$ cat src/include/lsq_consts.svh
/*
 * Load/store queue constants
 * Data width, register and reorder-buffer sizes, store-queue depth, opcodes
 */
`ifndef LSQ_CONSTS_SVH
`define LSQ_CONSTS_SVH

//////////////////////////////////////////////////
// Sizes
//////////////////////////////////////////////////
`define LSQ_XLEN      64 // Operand, address and data width
`define LSQ_PRF_SIZE  64 // Physical registers
`define LSQ_ROB_SIZE  32 // Reorder-buffer entries
`define LSQ_SQ_DEPTH  8  // Store-queue entries

//////////////////////////////////////////////////
// Memory op opcodes
//////////////////////////////////////////////////
`define LSQ_OP_LDA    6'h08 // Address compute
`define LSQ_OP_STQ    6'h2d // Quadword store

`endif
$ cat src/design/lsq_pkg.sv
/*
 * Load/store queue package
 * Word, tag and index types and the op and memory command encodings
 */
`default_nettype none
`include "lsq_consts.svh"

package lsq_pkg;

	typedef logic [`LSQ_XLEN-1:0]              word_t;
	typedef logic [$clog2(`LSQ_PRF_SIZE)-1:0]  prf_tag_t;
	typedef logic [$clog2(`LSQ_ROB_SIZE)-1:0]  rob_idx_t;
	typedef logic [$clog2(`LSQ_SQ_DEPTH)-1:0]  sq_idx_t;

	// Decoded memory op
	typedef enum logic [1:0] {
		MEM_NONE,
		MEM_STORE,
		MEM_LDA
	} mem_op_t;

	// Command towards the data memory
	typedef enum logic [1:0] {
		BUS_NONE,
		BUS_STORE
	} bus_command_t;

endpackage

`default_nettype wire

$ cat src/design/lsq_top.sv
/*
 * Load/store queue, store side
 * Dispatch, store queue and commit wired together
 */
`timescale 1ns/10ps
`default_nettype none

module lsq_top (
	input  wire                     clock,
	input  wire                     reset,
	input  wire                     dispatch_valid,
	input  wire  [5:0]              dispatch_op,
	input  wire  lsq_pkg::rob_idx_t dispatch_rob_idx,
	input  wire  lsq_pkg::prf_tag_t dispatch_dest_tag,
	input  wire  lsq_pkg::word_t    opa,
	input  wire  lsq_pkg::word_t    opb,
	input  wire                     opb_valid,
	input  wire  lsq_pkg::word_t    rega,
	input  wire                     rega_valid,
	input  wire                     bus_valid,
	input  wire  lsq_pkg::prf_tag_t bus_tag,
	input  wire  lsq_pkg::word_t    bus_value,
	input  wire  lsq_pkg::rob_idx_t retire_head,
	input  wire                     mispredict,
	input  wire                     mem_accept,
	output logic                    result_valid,
	output lsq_pkg::prf_tag_t       result_tag,
	output lsq_pkg::rob_idx_t       result_rob_idx,
	output lsq_pkg::word_t          result_value,
	output lsq_pkg::bus_command_t   mem_command,
	output lsq_pkg::word_t          mem_address,
	output lsq_pkg::word_t          mem_data,
	output logic                    sq_full
);
	import lsq_pkg::*;

	// Dispatch to store queue
	logic     sq_push;
	rob_idx_t push_rob_idx;
	word_t    push_opa;
	word_t    push_opb;
	logic     push_opb_valid;
	word_t    push_rega;
	logic     push_rega_valid;

	// Store queue head and pop
	logic     head_valid;
	logic     head_ready;
	rob_idx_t head_rob_idx;
	word_t    head_opa;
	word_t    head_opb;
	word_t    head_data;
	logic     sq_pop;

	lsq_dispatch lsq_dispatch_i (
		.clock, .reset, .dispatch_valid, .dispatch_op, .dispatch_rob_idx,
		.dispatch_dest_tag, .opa, .opb, .opb_valid, .rega, .rega_valid,
		.bus_valid, .bus_tag, .bus_value, .mispredict,
		.sq_push, .push_rob_idx, .push_opa, .push_opb, .push_opb_valid,
		.push_rega, .push_rega_valid,
		.result_valid, .result_tag, .result_rob_idx, .result_value
	);

	store_queue store_queue_i (
		.clock, .reset, .sq_push, .push_rob_idx, .push_opa, .push_opb,
		.push_opb_valid, .push_rega, .push_rega_valid,
		.bus_valid, .bus_tag, .bus_value, .mispredict, .sq_pop,
		.head_valid, .head_ready, .head_rob_idx, .head_opa, .head_opb,
		.head_data, .sq_full
	);

	store_commit store_commit_i (
		.head_valid, .head_ready, .head_rob_idx, .head_opa, .head_opb,
		.head_data, .retire_head, .mem_accept,
		.sq_pop, .mem_command, .mem_address, .mem_data
	);

endmodule

`default_nettype wire

$ cat src/design/store_commit.sv
/*
 * Store commit
 * Sends the head store to memory once it is retired and complete
 */
`timescale 1ns/10ps
`default_nettype none

module store_commit (
	input  wire                     head_valid,
	input  wire                     head_ready,
	input  wire  lsq_pkg::rob_idx_t head_rob_idx,
	input  wire  lsq_pkg::word_t    head_opa,
	input  wire  lsq_pkg::word_t    head_opb,
	input  wire  lsq_pkg::word_t    head_data,
	input  wire  lsq_pkg::rob_idx_t retire_head,
	input  wire                     mem_accept,
	output logic                    sq_pop,
	output lsq_pkg::bus_command_t   mem_command,
	output lsq_pkg::word_t          mem_address,
	output lsq_pkg::word_t          mem_data
);
	import lsq_pkg::*;

	logic  store_issue;
	word_t effective_address;

	// Head store is at the retire point with both operands present
	assign store_issue = head_valid && head_ready && head_rob_idx == retire_head;

	assign effective_address = head_opa + head_opb;

	//////////////////////////////////////////////////
	// Memory write request
	//////////////////////////////////////////////////
	always_comb begin
		mem_command = BUS_NONE;
		mem_address = '0;
		mem_data    = '0;
		if (store_issue) begin
			mem_command = BUS_STORE;
			mem_address = effective_address;
			mem_data    = head_data;
		end
	end

	// The entry leaves only when memory takes it
	assign sq_pop = store_issue && mem_accept;

endmodule

`default_nettype wire

$ cat src/design/store_queue.sv
/*
 * Store queue
 * Circular buffer of stores in dispatch order; waiting operands wake
 * from the result bus, a mispredict empties it
 */
`timescale 1ns/10ps
`default_nettype none
`include "lsq_consts.svh"

module store_queue (
	input  wire                    clock,
	input  wire                    reset,
	input  wire                    sq_push,
	input  wire  lsq_pkg::rob_idx_t push_rob_idx,
	input  wire  lsq_pkg::word_t   push_opa,
	input  wire  lsq_pkg::word_t   push_opb,
	input  wire                    push_opb_valid,
	input  wire  lsq_pkg::word_t   push_rega,
	input  wire                    push_rega_valid,
	input  wire                    bus_valid,
	input  wire  lsq_pkg::prf_tag_t bus_tag,
	input  wire  lsq_pkg::word_t   bus_value,
	input  wire                    mispredict,
	input  wire                    sq_pop,
	output logic                   head_valid,
	output logic                   head_ready,
	output lsq_pkg::rob_idx_t      head_rob_idx,
	output lsq_pkg::word_t         head_opa,
	output lsq_pkg::word_t         head_opb,
	output lsq_pkg::word_t         head_data,
	output logic                   sq_full
);
	import lsq_pkg::*;

	localparam int CNT_W = $clog2(`LSQ_SQ_DEPTH) + 1;
	localparam int TAG_W = $bits(prf_tag_t);

	// Entry payload
	rob_idx_t  rob_idx_q [`LSQ_SQ_DEPTH];
	word_t     opa_q     [`LSQ_SQ_DEPTH];
	word_t     opb_q     [`LSQ_SQ_DEPTH]; // Value, or tag in the low bits
	word_t     data_q    [`LSQ_SQ_DEPTH]; // Store data, or tag in the low bits

	logic [`LSQ_SQ_DEPTH-1:0] opb_valid_q;
	logic [`LSQ_SQ_DEPTH-1:0] data_valid_q;
	logic [`LSQ_SQ_DEPTH-1:0] opb_wake;
	logic [`LSQ_SQ_DEPTH-1:0] data_wake;

	sq_idx_t          head;
	sq_idx_t          tail;
	logic [CNT_W-1:0] count;

	//////////////////////////////////////////////////
	// Tag match against the result bus
	//////////////////////////////////////////////////
	always_comb begin
		for (int i = 0; i < `LSQ_SQ_DEPTH; i++) begin
			opb_wake[i]  = bus_valid && !opb_valid_q[i] &&
				bus_tag == opb_q[i][TAG_W-1:0];
			data_wake[i] = bus_valid && !data_valid_q[i] &&
				bus_tag == data_q[i][TAG_W-1:0];
		end
	end

	//////////////////////////////////////////////////
	// Pointers, occupancy and operand valid bits
	//////////////////////////////////////////////////
	always_ff @(posedge clock) begin
		if (reset) begin
			head         <= '0;
			tail         <= '0;
			count        <= '0;
			opb_valid_q  <= '0;
			data_valid_q <= '0;
		end else if (mispredict) begin
			tail  <= head; // Drop every held store
			count <= '0;
		end else begin
			opb_valid_q  <= opb_valid_q | opb_wake;
			data_valid_q <= data_valid_q | data_wake;
			if (sq_push) begin
				opb_valid_q[tail]  <= push_opb_valid;
				data_valid_q[tail] <= push_rega_valid;
				tail               <= tail + sq_idx_t'(1);
			end
			if (sq_pop) begin
				head <= head + sq_idx_t'(1);
			end
			count <= count + CNT_W'(sq_push) - CNT_W'(sq_pop);
		end
	end

	// Payload writes and operand wakeup
	always_ff @(posedge clock) begin
		for (int i = 0; i < `LSQ_SQ_DEPTH; i++) begin
			if (opb_wake[i]) begin
				opb_q[i] <= bus_value;
			end
			if (data_wake[i]) begin
				data_q[i] <= bus_value;
			end
		end
		if (sq_push) begin
			rob_idx_q[tail] <= push_rob_idx;
			opa_q[tail]     <= push_opa;
			opb_q[tail]     <= push_opb;
			data_q[tail]    <= push_rega;
		end
	end

	//////////////////////////////////////////////////
	// Head entry and status
	//////////////////////////////////////////////////
	assign head_valid   = count != '0 && !mispredict; // No issue in the flush cycle
	assign head_ready   = opb_valid_q[head] && data_valid_q[head];
	assign head_rob_idx = rob_idx_q[head];
	assign head_opa     = opa_q[head];
	assign head_opb     = opb_q[head];
	assign head_data    = data_q[head];
	assign sq_full      = count == CNT_W'(`LSQ_SQ_DEPTH);

endmodule

`default_nettype wire

$ cat src/design/lsq_dispatch.sv
/*
 * LSQ dispatch stage
 * Decodes the dispatched op, catches operands off the result bus,
 * pushes stores into the store queue and returns LDA sums a cycle later
 */
`timescale 1ns/10ps
`default_nettype none
`include "lsq_consts.svh"

module lsq_dispatch (
	input  wire                   clock,
	input  wire                   reset,
	input  wire                   dispatch_valid,
	input  wire  [5:0]            dispatch_op,
	input  wire  lsq_pkg::rob_idx_t dispatch_rob_idx,
	input  wire  lsq_pkg::prf_tag_t dispatch_dest_tag,
	input  wire  lsq_pkg::word_t  opa,
	input  wire  lsq_pkg::word_t  opb,
	input  wire                   opb_valid,
	input  wire  lsq_pkg::word_t  rega,
	input  wire                   rega_valid,
	input  wire                   bus_valid,
	input  wire  lsq_pkg::prf_tag_t bus_tag,
	input  wire  lsq_pkg::word_t  bus_value,
	input  wire                   mispredict,
	output logic                  sq_push,
	output lsq_pkg::rob_idx_t     push_rob_idx,
	output lsq_pkg::word_t        push_opa,
	output lsq_pkg::word_t        push_opb,
	output logic                  push_opb_valid,
	output lsq_pkg::word_t        push_rega,
	output logic                  push_rega_valid,
	output logic                  result_valid,
	output lsq_pkg::prf_tag_t     result_tag,
	output lsq_pkg::rob_idx_t     result_rob_idx,
	output lsq_pkg::word_t        result_value
);
	import lsq_pkg::*;

	localparam int TAG_W = $bits(prf_tag_t);

	mem_op_t  dispatch_type;
	word_t    opb_resolved;
	logic     opb_resolved_valid;
	word_t    rega_resolved;
	logic     rega_resolved_valid;
	logic     lda_fire;

	// Only STQ and LDA decode; locked and conditional forms are no-ops
	always_comb begin
		case (dispatch_op)
			`LSQ_OP_STQ: dispatch_type = MEM_STORE;
			`LSQ_OP_LDA: dispatch_type = MEM_LDA;
			default:     dispatch_type = MEM_NONE;
		endcase
	end

	//////////////////////////////////////////////////
	// Result bus bypass at dispatch
	//////////////////////////////////////////////////
	always_comb begin
		opb_resolved        = opb;
		opb_resolved_valid  = opb_valid;
		rega_resolved       = rega;
		rega_resolved_valid = rega_valid;
		if (bus_valid && !opb_valid && bus_tag == opb[TAG_W-1:0]) begin
			opb_resolved       = bus_value;
			opb_resolved_valid = 1'b1;
		end
		if (bus_valid && !rega_valid && bus_tag == rega[TAG_W-1:0]) begin
			rega_resolved       = bus_value;
			rega_resolved_valid = 1'b1;
		end
	end

	// No store push during a flush
	assign sq_push         = dispatch_valid && dispatch_type == MEM_STORE && !mispredict;
	assign push_rob_idx    = dispatch_rob_idx;
	assign push_opa        = opa;
	assign push_opb        = opb_resolved;
	assign push_opb_valid  = opb_resolved_valid;
	assign push_rega       = rega_resolved;
	assign push_rega_valid = rega_resolved_valid;

	//////////////////////////////////////////////////
	// LDA result, one cycle after dispatch
	//////////////////////////////////////////////////
	assign lda_fire = dispatch_valid && dispatch_type == MEM_LDA; // Not cancelled by mispredict

	always_ff @(posedge clock) begin
		if (reset) begin
			result_valid <= 1'b0;
		end else begin
			result_valid <= lda_fire;
		end
	end

	always_ff @(posedge clock) begin
		if (lda_fire) begin
			result_tag     <= dispatch_dest_tag;
			result_rob_idx <= dispatch_rob_idx;
			result_value   <= opa + opb_resolved; // Effective address
		end
	end

endmodule

`default_nettype wire

$ cat config.mk
export PLATFORM = sky130hd
export DESIGN_NAME = lsq_top
export DESIGN_NICKNAME = d
export VERILOG_FILES = /design/src/design/lsq_pkg.sv /design/src/design/lsq_top.sv /design/src/design/store_commit.sv /design/src/design/store_queue.sv /design/src/design/lsq_dispatch.sv
export VERILOG_INCLUDE_DIRS = /design/src /design/src/include
export SDC_FILE = /design/constraint.sdc
export NUM_CORES = 2
export LEC_CHECK = 0
export ABC_AREA = 1
export BUFFER_PORTS_ARGS = -buffer_cell sky130_fd_sc_hd__buf_2
export CELL_PAD_IN_SITES_DETAIL_PLACEMENT = 0
export CELL_PAD_IN_SITES_GLOBAL_PLACEMENT = 1
export CORE_MARGIN = 1.5
export CORE_UTILIZATION = 44
export DETAILED_ROUTE_END_ITERATION = 6
export PLACE_DENSITY = 0.84
export REMOVE_ABC_BUFFERS = 1
export SLEW_MARGIN = 20
export SYNTH_ARGS = -nofsm -noshare
export SYNTH_HDL_FRONTEND = slang
export SYNTH_SLANG_ARGS = --single-unit
$ cat constraint.sdc
create_clock -name clock -period 8.4 [get_ports clock]
set_input_delay 0.84 -clock clock [delete_from_list [all_inputs] [get_ports clock]]
set_output_delay 0.84 -clock clock [all_outputs]
set_load 0.01 [all_outputs]
==> impl_metrics.tcl <==
set metrics [dict create \
    skew_ns 0.0311 \
    crit_path_end_kind "output pin" \
    nets 9754 \
    cts_tree "done" \
    wirelength_um 335000 \
    row_count 162 \
    finalCriticalPeriod_ns 7.19 \
    cpMaxStageDelayCell "a31oi_1" \
    ctsHtreeMaxLevel 4 \
    core-area_mm2 0.196 \
    hold_viol_final 0 \
    finalPower_uw 18400 \
    setup_viol 0 \
    die_x_um 447 \
    clkTransAtPathRegs_ns 0.06 \
    cts_root_buf "clkbuf_16" \
    reg2regPathDepth 19 \
    grt_use_total 0.328 \
    viasPerCell 6.04 \
    cts.sinks 1681 \
    synth_flop_cell "edfxtp_1" \
    cts_resized 0 \
    cp_common_cell "o21ai_0" \
    grt_max_degree 171 \
    drt_pre_antenna_iters 6 \
    status "finished, final reports clean" \
    critPathCapture "mem_address[42]" \
    required_ns 7.56 \
    postSynthAreaPerCell_um2 9.53 \
    post_drt_wl_per_cell_um 27.6 \
    synth-warning-count 0 \
    post-dp-hpwl_um 227000 \
    dpl.cell_count 11800 \
    cts_buffers 176 \
    dr.first_iter.drc_count 10500 \
    critPathKind "reg -> out" \
    syn_inst 9117 \
    place_congestion 1.04 \
    fmax_mhz 139 \
    ys_seq_elements 1681 \
    fin_crit_sh 0.855 \
    die_area_mm2 0.200 \
    fillCellCount 17800 \
    ant_nets 0 \
    die_h_um 447 \
    final_util 0.498 \
    io_buffer_count 497 \
    postSynth.asyncResetShare 0 \
    grt-ovfl-total 0 \
    ys_types 61 \
    rrSetupSlack_ns 3.87 \
    p_per_area_mw_per_mm2 189 \
    max-vdd-ir-drop_v 0.000174 \
    slowest_delay_ns 0.90 \
    worstSetupStartpointType "register" \
    r2r-end "store_queue_i.count[2]" \
    grt_pass1_wl_um 475000 \
    min_path_type "in -> reg" \
    clockBufferDepth 3 \
    max_slew_margin 0.214 \
    worstSkewPairLatency_ns 0.87 \
    drcViolationCount 0 \
    maxCapViolations 0 \
    area_growth_pct 12.1 \
    ys_seq_area_frac 0.578 \
    syn_area_mm2 0.0869 \
    cts_setup_buffers 0 \
    grt_antenna_before_repair 59 \
    slew_violations 0 \
    worst_slew_pin_slew_ns 1.17 \
    hp-start "dispatch_dest_tag[1]" \
    leakage_uw 0.0363 \
    first_global_vias 69100 \
    path_max_fanout 124 \
    io_pins 499 \
    rsz0062_at_grt "false" \
    initial_core_util 0.444 \
    cts_hold_buf 0 \
    synth-edff-count 1651 \
    instances_no_fill 12100 \
    cp_cell_sequence "inv_8 > buf_12 > o21ai_0 > a31oi_1 > ha_1 > a21oi_1 > o21ai_0 > a21oi_1 > o21ai_0 > nand2_1 > nand3_1 > nand2_1 > nor3b_1 > buf_2" \
    drive_gt1_frac 0.121 \
    worstPathArrival_ns 6.35 \
    vias 73300 \
]
==> placed cells by master, fill, tap and decap left out, types with 60 or more instances in the layout <==
cell type,netlist,final
a21oi_1,353,353
a31oi_1,145,145
buf_2,139,497
buf_4,18,104
clkbuf_16,0,179
edfxtp_1,1651,1651
ha_1,142,142
inv_1,478,470
nand2_1,1428,1419
nand3_1,144,138
nor2_1,1581,1580
nor3_1,111,110
o21ai_0,1615,1608
o21ai_1,79,78
o21ai_2,84,85
o22ai_1,132,132
or2_2,60,60
xor2_1,63,63
==> power by group <==
part / internal [uW] / leakage (uW) / switching, uW
registers: 9260 / 0.0151 / 12.6
clock network: 4500 / 0.00280 / 3470
logic: 336 / 0.0184 / 814
==> state kept, by name, summed over array words and instances (netlist names), named ones only <==
name,count
lsq_dispatch_i.result_rob_idx,5
store_queue_i.opb_q,512
store_queue_i.data_valid_q,8
store_queue_i.tail,3
lsq_dispatch_i.result_value,64
store_queue_i.data_q,512
store_queue_i.opa_q,512
store_queue_i.count,4
store_queue_i.rob_idx_q,40
store_queue_i.head,3
lsq_dispatch_i.result_valid,1
store_queue_i.opb_valid_q,8
lsq_dispatch_i.result_tag,6
==> Yosys cell counts (all sizes together), types with 9 or more instances <==
library cell | n | area (um^2)
a211oi | 21 | 158
a21o | 16 | 120
a21oi | 354 | 1780
a31oi | 145 | 907
buf | 252 | 1350
clkbuf | 344 | 1300
dfxtp | 30 | 601
edfxtp | 1651 | 49600
ha | 142 | 1780
inv | 490 | 1840
mux2i | 61 | 1300
nand2 | 1431 | 5380
nand3 | 147 | 751
nand4 | 26 | 163
nor2 | 1585 | 5960
nor3 | 112 | 566
nor4 | 9 | 77.6
o211ai | 10 | 75.1
o21a | 15 | 113
o21ai | 1788 | 9380
o21bai | 18 | 135
o22ai | 132 | 826
o31ai | 59 | 443
o32ai | 58 | 508
or2 | 60 | 375
xnor2 | 46 | 403
xor2 | 63 | 552
==> through the flow <==
step | TNS (ns) | hold WS (ns) | worst slack, ns | instance area, um^2
detailed placement | 0 | 0.495 | 2.13 | 91500
global route | 0 | 0.140 | 0.991 | 97400
CTS | 0 | 0.117 | 1.36 | 97300
global placement | 0 | 0.486 | 2.19 | 91500
finish | 0 | 0.158 | 1.21 | 97400
floorplan | -4750.97 | 0.449 | -31.09 | 84200
==> worst min-delay path by stage <==
stage	end	slack, ns	cells past startpoint
floorplan	store_queue_i.data_valid_q[5]	0.45	2
global placement	store_queue_i.data_valid_q[1]	0.49	2
detailed placement	store_queue_i.data_valid_q[1]	0.49	2
CTS	lsq_dispatch_i.result_tag[4]	0.12	1
global route	lsq_dispatch_i.result_tag[4]	0.14	1
finish	lsq_dispatch_i.result_tag[1]	0.16	1
==> kinds of logic after synthesis <==
kind of cell               count (synthesis)  synth area share
AOI/OAI and AO/OA                       2645             0.169
and+or+nand+nor                         3388             0.154
other                                      1         0.0000432
DFF                                     1681             0.578
adders and majority gates                145            0.0211
xor gates and xnor gates                 109            0.0110
muxes                                     61            0.0149
buffers and inverters                   1087            0.0517
==> critical path: cells and delay by family (launching register included) <==
family                     cells  cell delay (ns)
adders and majority gates      1             0.44
buffers and inverters          3             1.28
AOI/OAI and AO/OA              6             1.97
DFF                            1             0.46
and+or+nand+nor                4             1.05
==> cell type report <==
class | count | area [um^2] | share of cell area
diodes | 42 | 105 | 0.00108
clock buffers | 219 | 4640 | 0.0476
clock inverters | 104 | 1160 | 0.0119
inverters | 491 | 1880 | 0.0193
multi-input cells | 6349 | 32500 | 0.334
flip-flops and latches | 1681 | 50200 | 0.515
well taps | 2624 | 3280 | 0.0337
repair buffers | 618 | 3610 | 0.0370
==> routing by layer <==
metal  vias up  share of wire  track usage
met5         -        0.00042            0
met4        24          0.070        0.215
met3       851           0.10       0.0557
met2      4612           0.45        0.510
met1     35200           0.37        0.423
li1      32600              -            -
Note: power is estimated with default switching activity, not from simulation.
